===== config.mk =====
export PLATFORM = sky130hd
export DESIGN_NAME = bus_ctrl
export DESIGN_NICKNAME = d
export VERILOG_FILES = /design/src/design/soc_pkg.sv /design/src/design/bus_ctrl.sv
export SDC_FILE = /design/constraint.sdc
export NUM_CORES = 1
export LEC_CHECK = 0
export BUFFER_PORTS_ARGS = -buffer_cell sky130_fd_sc_hd__buf_4
export CAP_MARGIN = 30
export CORE_MARGIN = 4
export CORE_UTILIZATION = 44
export DETAILED_ROUTE_END_ITERATION = 16
export PLACE_DENSITY = 0.85
export SYNTH_ARGS = -nofsm -noshare
export SYNTH_HDL_FRONTEND = slang
export SYNTH_SLANG_ARGS = --single-unit

===== constraint.sdc =====
create_clock -name clock -period 4.45 [get_ports clock]
set_clock_uncertainty 0.1 [all_clocks]
set_input_delay 0.2225 -clock clock [delete_from_list [all_inputs] [get_ports clock]]
set_output_delay 0.2225 -clock clock [all_outputs]
set_load 0.005 [all_outputs]

===== src/design/soc_pkg.sv =====
package soc_pkg;

  // bus widths
  localparam int ADDR_W = 16;
  localparam int DATA_W = 32;

  // scratch memory, word addressed
  localparam int MEM_WORDS = 256;
  localparam int MEM_AW    = 8;

  // address map
  localparam logic [ADDR_W-1:0] MEM_BASE  = 16'h0000;
  localparam logic [ADDR_W-1:0] MMIO_BASE = 16'h8000;

  // uart register offsets from MMIO_BASE
  localparam logic [ADDR_W-1:0] TXDATA_OFS = 16'h0000;
  localparam logic [ADDR_W-1:0] RXDATA_OFS = 16'h0004;
  localparam logic [ADDR_W-1:0] STATUS_OFS = 16'h0008;

  // serial bit timing
  localparam int CLKS_PER_BIT = 8;
  localparam int CLKS_W       = 4;

  typedef enum logic [1:0] {
    ST_IDLE,
    ST_WAIT_TX,
    ST_ACCESS,
    ST_RESP
  } bus_state_e;

  typedef enum logic [1:0] {
    REG_TXDATA,
    REG_RXDATA,
    REG_STATUS
  } mmio_reg_e;

endpackage


===== src/design/bus_ctrl.sv =====
`timescale 1ns/1ps

module bus_ctrl import soc_pkg::*; (
  input  logic              clock,
  input  logic              rst_n,
  input  logic              wb_cyc,
  input  logic              wb_stb,
  input  logic              wb_we,
  input  logic [ADDR_W-1:0] wb_adr,
  input  logic [DATA_W-1:0] wb_wdata,
  output logic [DATA_W-1:0] wb_rdata,
  output logic              wb_ack,
  output logic              wb_err,
  output logic              mem_en,
  output logic              mem_we,
  output logic [MEM_AW-1:0] mem_addr,
  output logic [DATA_W-1:0] mem_wdata,
  input  logic [DATA_W-1:0] mem_rdata,
  output logic              reg_wr,
  output logic              reg_rd,
  output mmio_reg_e         reg_sel,
  output logic [DATA_W-1:0] reg_wdata,
  input  logic [DATA_W-1:0] reg_rdata,
  input  logic              tx_busy
);

  bus_state_e        state;
  logic [ADDR_W-1:0] mem_ofs;
  logic [ADDR_W-1:0] mmio_ofs;
  logic              dec_mem;
  logic              dec_reg;
  mmio_reg_e         dec_sel;

  logic              hit_mem_q;
  logic              hit_reg_q;
  logic              we_q;
  logic [MEM_AW-1:0] mem_addr_q;
  mmio_reg_e         sel_q;
  logic [DATA_W-1:0] wdata_q;

  // address decode, used only while idle
  always_comb begin
    mem_ofs  = wb_adr - MEM_BASE;
    mmio_ofs = wb_adr - MMIO_BASE;
    dec_mem  = mem_ofs < ADDR_W'(MEM_WORDS * 4);
    dec_reg  = 1'b1;
    dec_sel  = REG_TXDATA;
    case (mmio_ofs)
      TXDATA_OFS: dec_sel = REG_TXDATA;
      RXDATA_OFS: dec_sel = REG_RXDATA;
      STATUS_OFS: dec_sel = REG_STATUS;
      default:    dec_reg = 1'b0;
    endcase
  end

  always_ff @(posedge clock or negedge rst_n) begin
    if (!rst_n) begin
      state     <= ST_IDLE;
      hit_mem_q <= 1'b0;
      hit_reg_q <= 1'b0;
      we_q      <= 1'b0;
      wb_ack    <= 1'b0;
      wb_err    <= 1'b0;
    end else begin
      wb_ack <= 1'b0;
      wb_err <= 1'b0;
      case (state)
        ST_IDLE: begin
          // ack still high means the master has not seen it yet
          if (wb_cyc && wb_stb && !wb_ack && !wb_err) begin
            hit_mem_q <= dec_mem;
            hit_reg_q <= dec_reg;
            we_q      <= wb_we;
            if (dec_reg && dec_sel == REG_TXDATA && wb_we && tx_busy) begin
              state <= ST_WAIT_TX;
            end else begin
              state <= ST_ACCESS;
            end
          end
        end
        ST_WAIT_TX: begin
          if (!tx_busy) begin
            state <= ST_ACCESS;
          end
        end
        ST_ACCESS: state <= ST_RESP;
        ST_RESP: begin
          wb_ack <= hit_mem_q | hit_reg_q;
          wb_err <= ~(hit_mem_q | hit_reg_q);
          state  <= ST_IDLE;
        end
        default: state <= ST_IDLE;
      endcase
    end
  end

  always_ff @(posedge clock) begin
    if (state == ST_IDLE) begin
      mem_addr_q <= mem_ofs[MEM_AW+1:2];
      sel_q      <= dec_sel;
      wdata_q    <= wb_wdata;
    end
    if (state == ST_RESP) begin
      if (hit_mem_q) begin
        wb_rdata <= mem_rdata;
      end else if (hit_reg_q) begin
        wb_rdata <= reg_rdata;
      end else begin
        wb_rdata <= '0;
      end
    end
  end

  // target strobes for the single access cycle
  assign mem_en    = (state == ST_ACCESS) && hit_mem_q;
  assign mem_we    = mem_en && we_q;
  assign mem_addr  = mem_addr_q;
  assign mem_wdata = wdata_q;
  assign reg_wr    = (state == ST_ACCESS) && hit_reg_q && we_q;
  assign reg_rd    = (state == ST_ACCESS) && hit_reg_q && !we_q;
  assign reg_sel   = sel_q;
  assign reg_wdata = wdata_q;

endmodule


==> results of run 1 <==
## path summary, 6_finish.rpt
check,end,start,cells past startpoint
hold reg to reg,wb_err,hit_reg_q,1
min in group asynchronous,state[0],rst_n,2
setup / recovery,state[0],state[1],5
setup reg to reg,state[0],state[1],5
max in group asynchronous,wb_ack,rst_n,2
hold / removal,mem_addr[0],wb_adr[2],1
## metrics by stage
step	hold slack (ns)	setup WS, ns	cells	area, µm²
2_1_floorplan	-0.173	1.93	195	3290
3_3_place_gp	-0.0607	2.06	486	4880
3_5_place_dp	-0.0574	2.65	488	4930
4_1_cts	0.00873	2.64	543	5540
5_1_grt	0.00378	2.54	543	5540
6_report	0.0191	2.66	544	5540
## cell type report
cell class	count	area [µm²]	share of cell area (%)
sequential	81	2400	43.2
clock inverter	7	93.8	1.69
clock buffer	9	124	2.23
inverter	4	15.0	0.271
timing repair buffer	272	2180	39.3
antenna	1	2.50	0.0451
multi-input combinational	71	608	11.0
tap	99	124	2.23
## cells by family (layout without fill, tap and decap cells)
kind of cell | after synthesis | count (layout)
fa+ha+maj | 5 | 5
other cells | 0 | 1
mux | 1 | 1
compound gates | 41 | 41
simple gates | 24 | 24
flops | 81 | 81
buf+inv | 43 | 292
## cells in the final DEF, fill, tap and decap left out, drive strengths merged
master,Yosys,final
nor4b,1,1
nor2,3,3
o21a,1,1
ha,5,5
clkinv,0,3
clkinvlp,0,1
nand2,5,5
o22a,1,1
nand4,2,2
edfxtp,74,74
o21ai,4,4
nor3b,3,3
a211oi,1,1
a21o,1,1
diode,0,1
nor4,1,1
and2,1,1
clkbuf,1,9
o22ai,1,1
a22o,31,31
nor3,3,3
inv,4,5
dlygate4sd3,0,39
or2,1,1
buf,38,233
nor2b,1,1
a22oi,1,1
bufinv,0,2
mux2,1,1
and3,2,2
dfrtp,7,7
nand4bb,1,1
## power breakdown
group          switching [mW]  internal (mW)  total (mW)
Combinational           0.388          0.476       0.864
Sequential              0.107           1.13        1.24
Clock                   0.270          0.316       0.586
Total                   0.765           1.92        2.69
## state kept, by name (all words and copies together) (netlist names)
name and cells:
hit_mem_q 1, wb_err 1, wb_ack 1, we_q 1, state 2, reg_sel 2
hit_reg_q 1, wb_rdata 32, mem_addr 8, mem_wdata 32
## layer usage
layer	up-vias	GRT usage (%)
li1	1210	-
met1	1286	22.6
met2	121	44.4
met3	19	5.74
met4	0	8.06
met5	-	0
==> impl_metrics.py, run 1 <==
metrics = {
    "die": {
        "initial_core_util_pct": 45.3,
        "die_w_um": 94.4,
        "pin_count": 230,
        "die_h_um": 94.4,
        "die-area_um2": 8920,
        "core-area_um2": 7250,
        "rows": 31,
    },
    "timing": {
        "slew_headroom_pct": 59.8,
        "worstMarginPinSlew_ns": 0.603,
        "setup_viol": 0,
        "fin_setup_tns_ns": 0,
        "max_freq_mhz": 559,
        "hold_violations": 0,
        "fin_crit_sh_pct": 40.2,
        "final_max_slew_viol_count": 0,
        "fin_crit_ns": 1.79,
        "grt_setup_unrepaired": "false",
    },
    "global_routing": {
        "grt_max_degree": 44,
        "grt_remaining_overflow": 0,
        "grt_pass1_wl_mm": 14.7,
        "grt_pass1_vias": 2753,
        "grt_antenna_before_repair": 0,
        "grtUsageTotal_pct": 22.6,
    },
    "critical_path": {
        "critPathTopFamily": "buffers and inverters",
        "crit_chain": "inv_1 > ha_2 > buf_4 > a22oi_2 > o22a_1",
        "crit_buf_inv": 2,
        "crit_fanout": 43,
        "slowest_stage": "buf_4",
        "critPathLaunchType": "register",
        "cp.required_ns": 4.58,
        "worst-r2r-setup-slack_ns": 2.66,
        "crit_type": "register to register",
        "worstPathArrival_ns": 1.92,
        "cp_slowest_stage_delay_ns": 0.46,
        "end_kind": "register",
    },
    "outcome": {
        "outcome": "finished, final reports clean",
    },
    "synthesis": {
        "synth_top_family_by_area": "compound AO/OA/AOI/OAI gates",
        "synth_top_area_cell": "edfxtp_1",
        "synth_top_area_share_pct": 67.6,
        "ys.flop_type": "edfxtp_1",
        "synthMuxAreaShare_pct": 0.457,
        "synthAdderAreaFrac_pct": 1.90,
        "synth_compound_area_share_pct": 10.5,
        "netlist-cell-type-count": 32,
        "ys_seq_area_share_pct": 72.9,
        "syn-instance-count": 195,
        "syn_avg_cell_area_um2": 16.9,
        "synth-async-reset-ratio_pct": 8.64,
        "synth_simple_gate_area_share_pct": 5.44,
        "yosys-top-cells-area": "edfxtp_1, a22o_1, buf_4",
        "ys_seq_elements": 81,
        "synth_common_cells": "edfxtp_1, buf_4, a22o_1",
        "yosys_warnings": 0,
        "synth_edf_count": 74,
        "synthesis.nets": 318,
        "yosysMostFrequentCell": "edfxtp_1",
        "synth_area_um2": 3290,
        "synth-xor-area-share_pct": 0,
    },
    "clock_tree": {
        "cts_sinks": 81,
        "cts_buffer_depth": 2,
        "ctsHoldBuffers": 39,
        "clk_pin_slew_worst_paths_ns": 0.08,
        "htreeDepth": 3,
        "post-cts-setup-buffer-count": 0,
        "cts_resized": 0,
        "numCtsBuffers": 9,
        "insertion_delay_ns": 0.34,
        "clockRootBuffer": "clkbuf_8",
        "cts_tree": "done",
    },
    "hold_path": {
        "hp-class": "input port to register",
    },
    "routing": {
        "top_layer": "met4",
        "avgRoutedWirePerCell_um": 19.4,
        "num_vias": 2636,
        "drtAntennaViolNets": 0,
        "via_per_inst": 4.85,
        "met3_length_um": 774,
        "wl_met1_mm": 3.46,
        "met2_length_mm": 6.10,
        "drt_iter0_markers": 76,
        "drt_wl_total_mm": 10.6,
        "drc_errors": 0,
        "drt_pass1_iterations": 4,
    },
    "final_layout": {
        "layout-drive-gt1-share_pct": 58.1,
        "utilization_pct": 76.4,
        "nNetsFinal": 562,
        "n_fill_cell": 441,
        "synthToLayoutAreaGrowth_pct": 68.6,
    },
    "power": {
        "p_total_mw": 2.69,
        "leakage_nw": 2.45,
        "power_density_nw_per_um2": 485,
        "vdd_drop_max_v": 0.000358,
    },
    "place": {
        "port-buffer-count": 229,
        "gp_congestion": 0.767,
        "dp_hpwl_mm": 7.26,
    },
    "job": {
        "drv_cap": 0,
    },
}
(Power assumes the default switching activity.)
==> inputs of run 2 (changes only) <==
- CORE_UTILIZATION: 44 -> 41
- PLACE_DENSITY: 0.85 -> 0.8
- clock period: 4.45 -> 1.8 ns (I/O delays scaled with it)
==> run 2 against run 1 <==
The run now fails in clock tree synthesis (4_1_cts). Synthesized area is the same. Synthesized cell count is the same.
==> impl_metrics.py, run 2 <==
metrics = {
    "outcome": {
        "outcome": "stopped before the end",
        "haltStage": "clock tree synthesis (4_1_cts)",
        "error_line": "[ERROR RSZ-0060] Max buffer count reached.",
    },
    "synthesis": {
        "yosys_warnings": 0,
        "syn_avg_cell_area_um2": 16.9,
        "syn-instance-count": 195,
        "synth_edf_count": 74,
        "synth_top_area_cell": "edfxtp_1",
        "netlist-cell-type-count": 32,
        "yosysMostFrequentCell": "edfxtp_1",
        "ys_seq_elements": 81,
        "synth_top_area_share_pct": 67.6,
        "synth-async-reset-ratio_pct": 8.64,
        "ys_seq_area_share_pct": 72.9,
        "synthesis.nets": 318,
        "ys.flop_type": "edfxtp_1",
        "yosys-top-cells-area": "edfxtp_1, a22o_1, buf_4",
        "synth_area_um2": 3290,
        "synth_common_cells": "edfxtp_1, buf_4, a22o_1",
    },
    "clock_tree": {
        "clockRootBuffer": "clkbuf_8",
        "cts_resized": 0,
        "cts_sinks": 81,
        "ctsHoldBuffers": 102,
        "post-cts-setup-buffer-count": 0,
        "cts_buffer_depth": 2,
        "htreeDepth": 3,
        "numCtsBuffers": 9,
    },
    "place": {
        "port-buffer-count": 229,
        "dp_hpwl_mm": 7.42,
        "place_area_um2": 4950,
        "gp_congestion": 0.793,
    },
    "die": {
        "pin_count": 230,
        "initial_core_util_pct": 42.3,
        "die_h_um": 97.6,
        "rows": 32,
        "die_w_um": 97.6,
    },
}
## run 2: cell counts after synthesis
No cell type changed its count.
## run 2: logic make-up after synthesis
kind of cell | Yosys count | share of synthesized area, %
simple gates | 24 | 5.44
flops | 81 | 72.9
mux | 1 | 0.456
buf+inv | 43 | 8.75
fa+ha+maj | 5 | 1.90
compound gates | 41 | 10.5
## run 2: metrics by stage
stage / util (%) / setup slack, ns / std cells / hold slack (ns)
floorplan: - / 0.0205 / 195 / -0.306
global placement: 63.4 / 0.0255 / 492 / -0.193
detailed placement: 63.8 / 0.287 / 493 / -0.191
==> inputs of run 3 (changes only) <==
- CORE_UTILIZATION: 41 -> 35
- PLACE_DENSITY: 0.8 -> default
- PLACE_DENSITY_LB_ADDON: default -> 0.15
==> run 3 against run 2 <==
The run again fails in clock tree synthesis (4_1_cts). Synthesized area is the same. Synthesized cell count is the same.
==> impl_metrics.py, run 3 <==
metrics = {
    "place": {
        "port-buffer-count": 229,
        "gp_congestion": 0.767,
        "dp_hpwl_mm": 7.05,
    },
    "synthesis": {
        "yosys-top-cells-area": "edfxtp_1, a22o_1, buf_4",
        "synth_top_area_cell": "edfxtp_1",
        "yosys_warnings": 0,
        "yosysMostFrequentCell": "edfxtp_1",
        "ys_seq_area_share_pct": 72.9,
        "synth_common_cells": "edfxtp_1, buf_4, a22o_1",
        "ys_seq_elements": 81,
        "ys.flop_type": "edfxtp_1",
        "syn_avg_cell_area_um2": 16.9,
        "syn-instance-count": 195,
        "netlist-cell-type-count": 32,
        "synth_area_um2": 3290,
        "synth_edf_count": 74,
        "synth_top_area_share_pct": 67.6,
        "synth-async-reset-ratio_pct": 8.64,
        "synthesis.nets": 318,
    },
    "clock_tree": {
        "cts_buffer_depth": 2,
        "cts_resized": 0,
        "cts_sinks": 81,
        "htreeDepth": 3,
        "numCtsBuffers": 9,
        "clockRootBuffer": "clkbuf_8",
        "post-cts-setup-buffer-count": 0,
        "ctsHoldBuffers": 104,
    },
    "outcome": {
        "outcome": "stopped before the end",
        "haltStage": "clock tree synthesis (4_1_cts)",
        "error_line": "[ERROR RSZ-0060] Max buffer count reached.",
    },
    "die": {
        "die_w_um": 105,
        "pin_count": 230,
        "rows": 35,
        "die_h_um": 105,
        "initial_core_util_pct": 35.8,
    },
}
run 3: kinds of logic after synthesis:
logic type      share of synthesized area (%)
simple gates                             5.44
mux                                     0.456
compound gates                           10.5
flops                                    72.9
fa+ha+maj                                1.90
buf+inv                                  8.75
run 3: through the flow:
stage               instance area, µm²  hold WS, ns  instances  util (%)  setup WS (ns)
detailed placement                4960       -0.189        500      53.9          0.193
global placement                  4960       -0.192        500      53.9          0.242
floorplan                         3300       -0.306        195         -         0.0205
