[src/design/soc_pkg.sv]
package soc_pkg;

  // bus widths
  localparam int ADDR_W = 16;
  localparam int DATA_W = 32;

  // scratch memory, word addressed
  localparam int MEM_WORDS = 256;
  localparam int MEM_AW    = 8;

  // address map
  localparam logic [ADDR_W-1:0] MEM_BASE  = 16'h0000;
  localparam logic [ADDR_W-1:0] MMIO_BASE = 16'h8000;

  // uart register offsets from MMIO_BASE
  localparam logic [ADDR_W-1:0] TXDATA_OFS = 16'h0000;
  localparam logic [ADDR_W-1:0] RXDATA_OFS = 16'h0004;
  localparam logic [ADDR_W-1:0] STATUS_OFS = 16'h0008;

  // serial bit timing
  localparam int CLKS_PER_BIT = 8;
  localparam int CLKS_W       = 4;

  typedef enum logic [1:0] {
    ST_IDLE,
    ST_WAIT_TX,
    ST_ACCESS,
    ST_RESP
  } bus_state_e;

  typedef enum logic [1:0] {
    REG_TXDATA,
    REG_RXDATA,
    REG_STATUS
  } mmio_reg_e;

endpackage

[src/design/uart_mmio.sv]
`timescale 1ns/1ps

module uart_mmio import soc_pkg::*; (
  input  logic              clock,
  input  logic              rst_n,
  input  logic              reg_wr,
  input  logic              reg_rd,
  input  mmio_reg_e         reg_sel,
  input  logic [DATA_W-1:0] reg_wdata,
  output logic [DATA_W-1:0] reg_rdata,
  output logic              tx_busy,
  output logic              irq,
  output logic              tx,
  input  logic              rx
);

  logic       tx_start;
  logic [7:0] tx_byte;
  logic       eng_busy;
  logic       rx_done;
  logic [7:0] rx_byte;
  logic       rx_valid;
  logic [7:0] rx_hold;

  always_ff @(posedge clock or negedge rst_n) begin
    if (!rst_n) begin
      tx_start <= 1'b0;
      rx_valid <= 1'b0;
    end else begin
      tx_start <= reg_wr && (reg_sel == REG_TXDATA);
      // new byte wins over a read in the same cycle
      if (rx_done) begin
        rx_valid <= 1'b1;
      end else if (reg_rd && reg_sel == REG_RXDATA) begin
        rx_valid <= 1'b0;
      end
    end
  end

  always_ff @(posedge clock) begin
    if (reg_wr && reg_sel == REG_TXDATA) begin
      tx_byte <= reg_wdata[7:0];
    end
    if (rx_done) begin
      rx_hold <= rx_byte;
    end
    if (reg_rd) begin
      case (reg_sel)
        REG_RXDATA: reg_rdata <= {{(DATA_W-8){1'b0}}, rx_hold};
        REG_STATUS: reg_rdata <= {{(DATA_W-2){1'b0}}, rx_valid, tx_busy};
        default:    reg_rdata <= '0;
      endcase
    end
  end

  // busy covers the cycle between the write and the engine start
  assign tx_busy = eng_busy | tx_start;
  assign irq     = rx_valid;

  uart_tx tx_i (
    .clock    (clock),
    .rst_n    (rst_n),
    .tx_start (tx_start),
    .tx_byte  (tx_byte),
    .tx_busy  (eng_busy),
    .tx       (tx)
  );

  uart_rx rx_i (
    .clock   (clock),
    .rst_n   (rst_n),
    .rx      (rx),
    .rx_done (rx_done),
    .rx_byte (rx_byte)
  );

endmodule

[src/design/uart_rx.sv]
`timescale 1ns/1ps

module uart_rx import soc_pkg::*; (
  input  logic       clock,
  input  logic       rst_n,
  input  logic       rx,
  output logic       rx_done,
  output logic [7:0] rx_byte
);

  logic              rx_meta;
  logic              rx_sync;
  logic              active;
  logic [CLKS_W-1:0] clk_cnt;
  logic [3:0]        bit_cnt;
  logic              sample;

  assign sample = active && (clk_cnt == CLKS_W'(CLKS_PER_BIT - 1));

  always_ff @(posedge clock or negedge rst_n) begin
    if (!rst_n) begin
      rx_meta <= 1'b1;
      rx_sync <= 1'b1;
      active  <= 1'b0;
      clk_cnt <= '0;
      bit_cnt <= '0;
      rx_done <= 1'b0;
    end else begin
      rx_meta <= rx;
      rx_sync <= rx_meta;
      rx_done <= 1'b0;
      if (!active) begin
        if (!rx_sync) begin
          // half bit head start puts samples mid bit
          active  <= 1'b1;
          clk_cnt <= CLKS_W'(CLKS_PER_BIT / 2);
          bit_cnt <= '0;
        end
      end else if (sample) begin
        clk_cnt <= '0;
        bit_cnt <= bit_cnt + 4'd1;
        if (bit_cnt == 4'd0 && rx_sync) begin
          // glitch, not a start bit
          active <= 1'b0;
        end else if (bit_cnt == 4'd9) begin
          active  <= 1'b0;
          rx_done <= rx_sync;
        end
      end else begin
        clk_cnt <= clk_cnt + 1'b1;
      end
    end
  end

  always_ff @(posedge clock) begin
    if (sample && bit_cnt >= 4'd1 && bit_cnt <= 4'd8) begin
      rx_byte <= {rx_sync, rx_byte[7:1]};
    end
  end

endmodule

[src/design/uart_tx.sv]
`timescale 1ns/1ps

module uart_tx import soc_pkg::*; (
  input  logic       clock,
  input  logic       rst_n,
  input  logic       tx_start,
  input  logic [7:0] tx_byte,
  output logic       tx_busy,
  output logic       tx
);

  logic [CLKS_W-1:0] clk_cnt;
  logic [3:0]        bit_cnt;
  logic [8:0]        shift_q;
  logic              bit_tick;
  logic              load;

  assign load     = tx_start && !tx_busy;
  assign bit_tick = tx_busy && (clk_cnt == CLKS_W'(CLKS_PER_BIT - 1));

  always_ff @(posedge clock or negedge rst_n) begin
    if (!rst_n) begin
      tx_busy <= 1'b0;
      tx      <= 1'b1;
      clk_cnt <= '0;
      bit_cnt <= '0;
    end else if (load) begin
      // start bit goes out right away
      tx_busy <= 1'b1;
      tx      <= 1'b0;
      clk_cnt <= '0;
      bit_cnt <= '0;
    end else if (tx_busy) begin
      if (bit_tick) begin
        clk_cnt <= '0;
        if (bit_cnt == 4'd9) begin
          tx_busy <= 1'b0;
          tx      <= 1'b1;
        end else begin
          tx      <= shift_q[0];
          bit_cnt <= bit_cnt + 4'd1;
        end
      end else begin
        clk_cnt <= clk_cnt + 1'b1;
      end
    end
  end

  // data bits LSB first, stop bit on top
  always_ff @(posedge clock) begin
    if (load) begin
      shift_q <= {1'b1, tx_byte};
    end else if (bit_tick) begin
      shift_q <= {1'b1, shift_q[8:1]};
    end
  end

endmodule

[config.mk]
export PLATFORM = sky130hd
export DESIGN_NAME = uart_mmio
export DESIGN_NICKNAME = d
export VERILOG_FILES = /design/src/design/soc_pkg.sv /design/src/design/uart_mmio.sv /design/src/design/uart_rx.sv /design/src/design/uart_tx.sv
export SDC_FILE = /design/constraint.sdc
export NUM_CORES = 1
export LEC_CHECK = 0
export BUFFER_PORTS_ARGS = -buffer_cell sky130_fd_sc_hd__clkbuf_2
export CAP_MARGIN = 20
export CORE_AREA = 2 2 100 102
export CTS_BUF_LIST = sky130_fd_sc_hd__clkbuf_4
export CTS_CLUSTER_SIZE = 25
export DETAILED_ROUTE_END_ITERATION = 16
export DIE_AREA = 0 0 102 104
export PLACE_DENSITY = 0.56
export SETUP_SLACK_MARGIN = 0.1
export SYNTH_ARGS = -nofsm -noshare
export SYNTH_HDL_FRONTEND = slang
export SYNTH_SLANG_ARGS = --single-unit
[constraint.sdc]
create_clock -name clock -period 2.8 [get_ports clock]
set_input_delay 0.28 -clock clock [delete_from_list [all_inputs] [get_ports clock]]
set_output_delay 0.28 -clock clock [all_outputs]
set_load 0.02 [all_outputs]
==> results.json, run 1 <==
{
  "grt_pass1_vias": 1563,
  "setup_viol": 0,
  "power.internal_mw": 1.62,
  "drt_first_pass_iters": 4,
  "ys_seq_area_frac": 0.652,
  "pwr-share-seq": 0.570,
  "p_sw_mw": 0.735,
  "post-place-cells": 364,
  "synthArstFlopShare": 0.375,
  "core-area_um2": 9550,
  "cts_tree": "done",
  "viasPerCell": 4.08,
  "path_clk_slew_ns": 0.11,
  "hpwl_mm": 3.02,
  "cts_buffers": 9,
  "synth_area_um2": 2770,
  "grt_max_degree": 25,
  "io_buffers": 25,
  "grt_overflow": 0,
  "layout-drive-gt1-share": 0.189,
  "critical_path_required_ns": 2.91,
  "final_cell_mix": "edfxtp_1 (40), nand2_1 (29), clkbuf_2 (25), conb_1 (24), dfrtp_1 (21)",
  "min_period_over_period": 0.673,
  "end_kind": "register",
  "power.clock.fraction": 0.210,
  "cts_resized": 0,
  "synth_area_per_cell_um2": 13.1,
  "synth_cells": 211,
  "finalHoldViolCount": 0,
  "final_util": 0.322,
  "synth_flop_cell": "edfxtp_1",
  "max_freq_mhz": 531,
  "rows": 36,
  "antenna_found_initial": 0,
  "die_y_um": 104,
  "ir_worst_vdd_v": 0.000284,
  "ant_nets": 0,
  "nNetsFinal": 293,
  "cellLeakagePower_nw": 1.29,
  "syn2layout_area_growth_pct": 11.1,
  "max-slew-margin-rel": 0.601,
  "cts-root-buf": "clkbuf_4",
  "whs_ns": 0.0455,
  "clockBufferDepth": 2,
  "fin_cells": 382,
  "place_congestion": 0.726,
  "ys_ff_latch": 64,
  "ctsHtreeMaxLevel": 3,
  "grtUsageTotal": 0.0907,
  "outcome": "finished, final reports clean",
  "hold_class": "in -> reg",
  "yosys_warnings": 0,
  "wl_per_cell_um": 10.9,
  "die_width_um": 102,
  "multi_input_area_um2": 807,
  "drc": 0,
  "num_antenna_cells": 0,
  "powerDensity_nw_per_um2": 764,
  "wl_mm": 4.18,
  "clock_sinks": 64,
  "skew_ns": 0.0124,
  "hold_buffers": 2,
  "cp-start-kind": "register",
  "path_class": "reg -> reg",
  "max_cap_violations": 0,
  "finalMaxSlewViolations": 0,
  "io_pins": 74,
  "dr_total_vias": 1559,
  "path_max_fanout": 11,
  "postCtsSetupRepairBufs": 0,
  "seq_area_um2": 1810,
  "clock_latency_ns": 0.40,
  "drt_iter0_markers": 70,
  "start_util": 0.290,
  "worstPathArrival_ns": 2.00,
  "ys_types": 43,
  "synth_edf_count": 40,
  "fin_tns_setup_ns": 0,
  "layout_commonest_cell": "edfxtp_1",
  "worstMarginPinSlew_ns": 0.598,
  "rsz0062_at_grt": "false",
  "fin_crit_ns": 1.88,
  "p_comb_frac": 0.220,
  "grt_pass1_wl_mm": 7.48,
  "p_sw_frac": 0.313,
  "die_area_um2": 10600,
  "fillers": 1001
}
-- synth_stat cells, types with 3 or more instances --
library cell	number	share of area
nand3_1	3	0.0054
nand3b_1	3	0.0081
and3_1	6	0.014
nor2b_1	3	0.0068
a22oi_1	3	0.0081
nor2_1	5	0.0068
buf_4	25	0.068
dfrtp_1	21	0.19
o211ai_1	4	0.011
dfstp_2	3	0.028
o21ai_1	6	0.011
inv_1	10	0.014
ha_1	10	0.045
edfxtp_1	40	0.43
nand2_1	29	0.039
nand2b_1	4	0.0090
a22o_1	4	0.013
-- critical path: stages, from the launching register on --
cell	delay, ns
dfrtp_1	0.40
ha_1	0.24
nand4b_1	0.39
a211oi_1	0.36
buf_4	0.22
-- final cells by class --
cell class	instances	share of cell area
clock buffer	9	0.0220
clock inverter	7	0.0126
sequential	64	0.587
tap	133	0.0541
timing repair buffer	28	0.0496
multi-input combinational	131	0.262
inverter	10	0.0122
-- per-layer routing --
layer	vias to the layer above	GRT usage	routed length, um
li1	771	-	-
met3	9	0.0329	183
met5	-	0	0
met2	33	0.135	1990
met4	0	0.0400	77
met1	746	0.117	1930
-- path summary, 6_finish.rpt --
check / start / end / slack [ns] / depth (start not counted)
max: rx_i.clk_cnt[0] / rx_i.rx_byte[3] / 0.92 / 4
min: reg_wdata[4] / tx_byte[4] / 0.05 / 1
max reg2reg: rx_i.clk_cnt[0] / rx_i.rx_byte[3] / 0.92 / 4
min reg2reg: rx_i.rx_meta / rx_i.rx_sync / 0.36 / 0
max in group asynchronous: rst_n / tx_i.bit_cnt[3] / 2.00 / 2
min in group asynchronous: rst_n / rx_i.bit_cnt[3] / 0.41 / 2
-- power groups by stage --
| stage | combinational [mW] | sequential [mW] | clock (mW) |
|---|---|---|---|
| 2_1_floorplan | 0.433 | 1.34 | 0 |
| 3_3_place_gp | 0.504 | 1.35 | 0 |
| 3_5_place_dp | 0.521 | 1.36 | 0 |
| 4_1_cts | 0.527 | 1.34 | 0.517 |
| 5_1_grt | 0.616 | 1.37 | 0.565 |
| 6_report | 0.517 | 1.34 | 0.494 |
-- registers in the layout (all words and copies together), names as in the netlist, 4 cells and up --
name	cells
rx_i.bit_cnt	4
tx_i.clk_cnt	4
rx_hold	8
tx_i.bit_cnt	4
reg_rdata	8
tx_byte	8
rx_i.rx_byte	8
rx_i.clk_cnt	4
tx_i.shift_q	8
-- cells by family after synthesis --
| logic type | synth area share |
|---|---|
| other cells | 0.00135 |
| flops | 0.652 |
| simple gates | 0.121 |
| xor+xnor | 0.00633 |
| buf+inv | 0.0877 |
| compound gates | 0.0750 |
| fa+ha+maj | 0.0452 |
| mux | 0.0117 |
-- through the flow --
stage	power, mW	cell area [um2]	worst slack [ns]
final	2.35	3080	0.915
after global routing	2.55	3080	0.702
after CTS	2.38	3080	0.902
after detailed placement	1.88	2950	0.919
after global placement	1.86	2950	0.919
after floorplan	1.77	2860	0.826
Note: power is estimated with default switching activity, not from simulation.
==> run 2: changes to the inputs <==
--- a/config.mk
+++ b/config.mk
@@ -5,6 +5,7 @@
 export SDC_FILE = /design/constraint.sdc
 export NUM_CORES = 1
 export LEC_CHECK = 0
+export ABC_AREA = 1
 export BUFFER_PORTS_ARGS = -buffer_cell sky130_fd_sc_hd__clkbuf_2
 export CAP_MARGIN = 20
 export CORE_AREA = 2 2 100 102
@@ -12,7 +13,7 @@
 export CTS_CLUSTER_SIZE = 25
 export DETAILED_ROUTE_END_ITERATION = 16
 export DIE_AREA = 0 0 102 104
-export PLACE_DENSITY = 0.56
+export PLACE_DENSITY = 0.59
 export SETUP_SLACK_MARGIN = 0.1
 export SYNTH_ARGS = -nofsm -noshare
 export SYNTH_HDL_FRONTEND = slang
==> constraint.sdc (replaced) <==
create_clock -name clock -period 1.7 [get_ports clock]
set_input_delay 0.17 -clock clock [delete_from_list [all_inputs] [get_ports clock]]
set_output_delay 0.17 -clock clock [all_outputs]
set_load 0.02 [all_outputs]
==> run 2 against run 1 <==
Die area did not move. Design area rose by 6.8%. Critical endpoint is now tx_busy. First-iteration DRC count rose by 53%. Clock power rose by 130%. Highest routed layer unchanged. Synthesized cell count rose by 20%. Non-clock buffer count rose by 10. Via count rose by 11%. Sequential cell count did not move. Power rose by 83%. Sequential share of layout area fell by 3.8 points.
==> results.json, run 2 <==
{
  "min_from": "reg_rd",
  "min_period_over_period": 0.862,
  "layout_commonest_cell": "nand2_1",
  "die_area_um2": 10600,
  "drt_iter0_markers": 107,
  "core-area_um2": 9550,
  "powerDensity_nw_per_um2": 1310,
  "path_class": "reg -> out",
  "post-synth-top-area-fraction": 0.427,
  "num_antenna_cells": 0,
  "drt_first_pass_iters": 4,
  "post-synth-top-count-cell": "nand2_1",
  "place_congestion": 0.729,
  "ys_types": 27,
  "rsz0062_at_grt": "false",
  "finalPower_mw": 4.31,
  "nNetsFinal": 349,
  "die_y_um": 104,
  "worstMarginPinSlew_ns": 0.612,
  "clock_sinks": 64,
  "skew_ns": 0.0120,
  "critical_path_required_ns": 1.53,
  "cts_buffers": 9,
  "start_util": 0.294,
  "path_clk_slew_ns": 0.11,
  "synth_cells": 254,
  "ir_worst_vdd_v": 0.000365,
  "grt_overflow": 0,
  "slowest_stage": "dfrtp_1",
  "fin_crit_ns": 1.47,
  "finalMaxSlewViolations": 0,
  "hpwl_mm": 3.07,
  "drc": 0,
  "final_util": 0.344,
  "final_cell_mix": "nand2_1 (63), edfxtp_1 (40), clkbuf_2 (25), conb_1 (24), inv_1 (22)",
  "io_pins": 74,
  "crit_path_max_incr_delay_ns": 0.50,
  "min_path_cells": 1,
  "die_width_um": 102,
  "synth_flop_cell": "edfxtp_1",
  "reg2reg_to": "rx_i.rx_byte[4]",
  "crit_cells": 3,
  "ant_nets": 0,
  "cp-start-kind": "register",
  "synth_area_um2": 2810,
  "outcome": "finished, final reports clean",
  "worstPathArrival_ns": 1.30,
  "worst_hold_path.endpoint": "reg_rdata[5]",
  "cp_cell_sequence": "nor2_4 > inv_1 > clkbuf_2",
  "dr_total_vias": 1737,
  "path_max_fanout": 7,
  "rr_worst_depth": 6,
  "grt_max_degree": 25,
  "synth_edf_count": 40,
  "rows": 36,
  "wl_mm": 4.44,
  "reg2reg_from": "rx_i.clk_cnt[0]",
  "syn2layout_area_growth_pct": 16.9,
  "synth.top_cells.by_area": "edfxtp_1 (43%), dfrtp_1 (19%), nand2_1 (8.5%), buf_4 (6.4%), ha_1 (4.5%)",
  "ctsHtreeMaxLevel": 3,
  "ys_seq_area_frac": 0.642,
  "synthArstFlopShare": 0.375,
  "max-slew-margin-rel": 0.592,
  "grt_pass1_vias": 1691,
  "viasPerCell": 3.97,
  "grtUsageTotal": 0.0917,
  "grt_pass1_wl_mm": 7.58,
  "ys_ff_latch": 64,
  "ys_top_cells_by_count": "nand2_1 (64), edfxtp_1 (40), buf_4 (24)",
  "end_kind": "output pin",
  "crit_family": "flip-flops",
  "reg2reg_slack_ns": 0.25,
  "synth_area_per_cell_um2": 11.1,
  "critPathLaunch": "tx_i.tx_busy",
  "cellLeakagePower_nw": 1.49,
  "setup_viol": 0,
  "max_cap_violations": 0,
  "finalHoldViolCount": 0,
  "hold_class": "in -> reg",
  "antenna_found_initial": 0,
  "yosysTopAreaCell": "edfxtp_1",
  "critPathBufInv": 2,
  "cts_tree": "done",
  "clock_latency_ns": 0.40,
  "fin_tns_setup_ns": 0,
  "io_buffers": 25,
  "fillers": 976,
  "layout-drive-gt1-share": 0.187,
  "wl_per_cell_um": 10.1,
  "yosys_warnings": 0,
  "max_freq_mhz": 682,
  "cts-root-buf": "clkbuf_4",
  "clockBufferDepth": 2
}
run 2: layer usage:
layer	share of wire	wire (um)	global-route usage
met5	0	0	0
met4	0.0099	44	0.0400
met3	0.044	195	0.0343
met2	0.48	2130	0.141
met1	0.47	2070	0.115
run 2: what timing repair did:
item,CTS,global route
endpoints found under the hold margin,30,0
setup buffers,0,1
gates resized for setup,1,3
hold buffers,10,0
setup endpoints to repair,1,9
run 2: cell families (layout without fill, tap and decap cells):
kind of cell	count (synthesis)	count (layout)	synth area share
adders and majority gates	10	10	0.0445
xor gates and xnor gates	4	4	0.0125
and+or+nand+nor	110	110	0.165
other	1	24	0.00133
DFF	64	64	0.642
buffers and inverters	49	77	0.103
AOI/OAI and AO/OA	16	16	0.0316
run 2: report_power, final:
| group | total (mW) | internal, mW | switching [mW] |
|---|---|---|---|
| clock network | 1.16 | 0.606 | 0.550 |
| logic | 0.942 | 0.379 | 0.563 |
| registers | 2.21 | 1.98 | 0.237 |
| total | 4.31 | 2.96 | 1.35 |
run 2: layout make-up:
| class | instances | area [um2] | area share |
|---|---|---|---|
| Sequential cell | 64 | 1810 | 0.550 |
| Multi-Input combinational cell | 164 | 821 | 0.250 |
| Timing Repair Buffer | 38 | 248 | 0.0754 |
| Tap cell | 133 | 166 | 0.0506 |
| Inverter | 23 | 86.3 | 0.0263 |
| Clock inverter | 6 | 83.8 | 0.0255 |
| Clock buffer | 10 | 75.1 | 0.0228 |
run 2: worst max-delay path by stage:
stage                            endpoint  slack [ns]
final                             tx_busy        0.23
after global routing              tx_busy        0.13
after CTS                         tx_busy        0.13
after detailed placement  rx_i.rx_byte[4]        0.16
after global placement    rx_i.rx_byte[5]        0.17
after floorplan           rx_i.rx_byte[0]        0.11
run 2: stage by stage:
stage          setup WS [ns]  cell area, um2  hold slack [ns]  instances
2_1_floorplan          0.112            2900           -0.126        277
3_3_place_gp           0.173            3010            0.215        411
3_5_place_dp           0.159            3010            0.229        411
4_1_cts                0.133            3270            0.120        437
5_1_grt                0.125            3290            0.122        438
6_report               0.234            3290            0.151        438
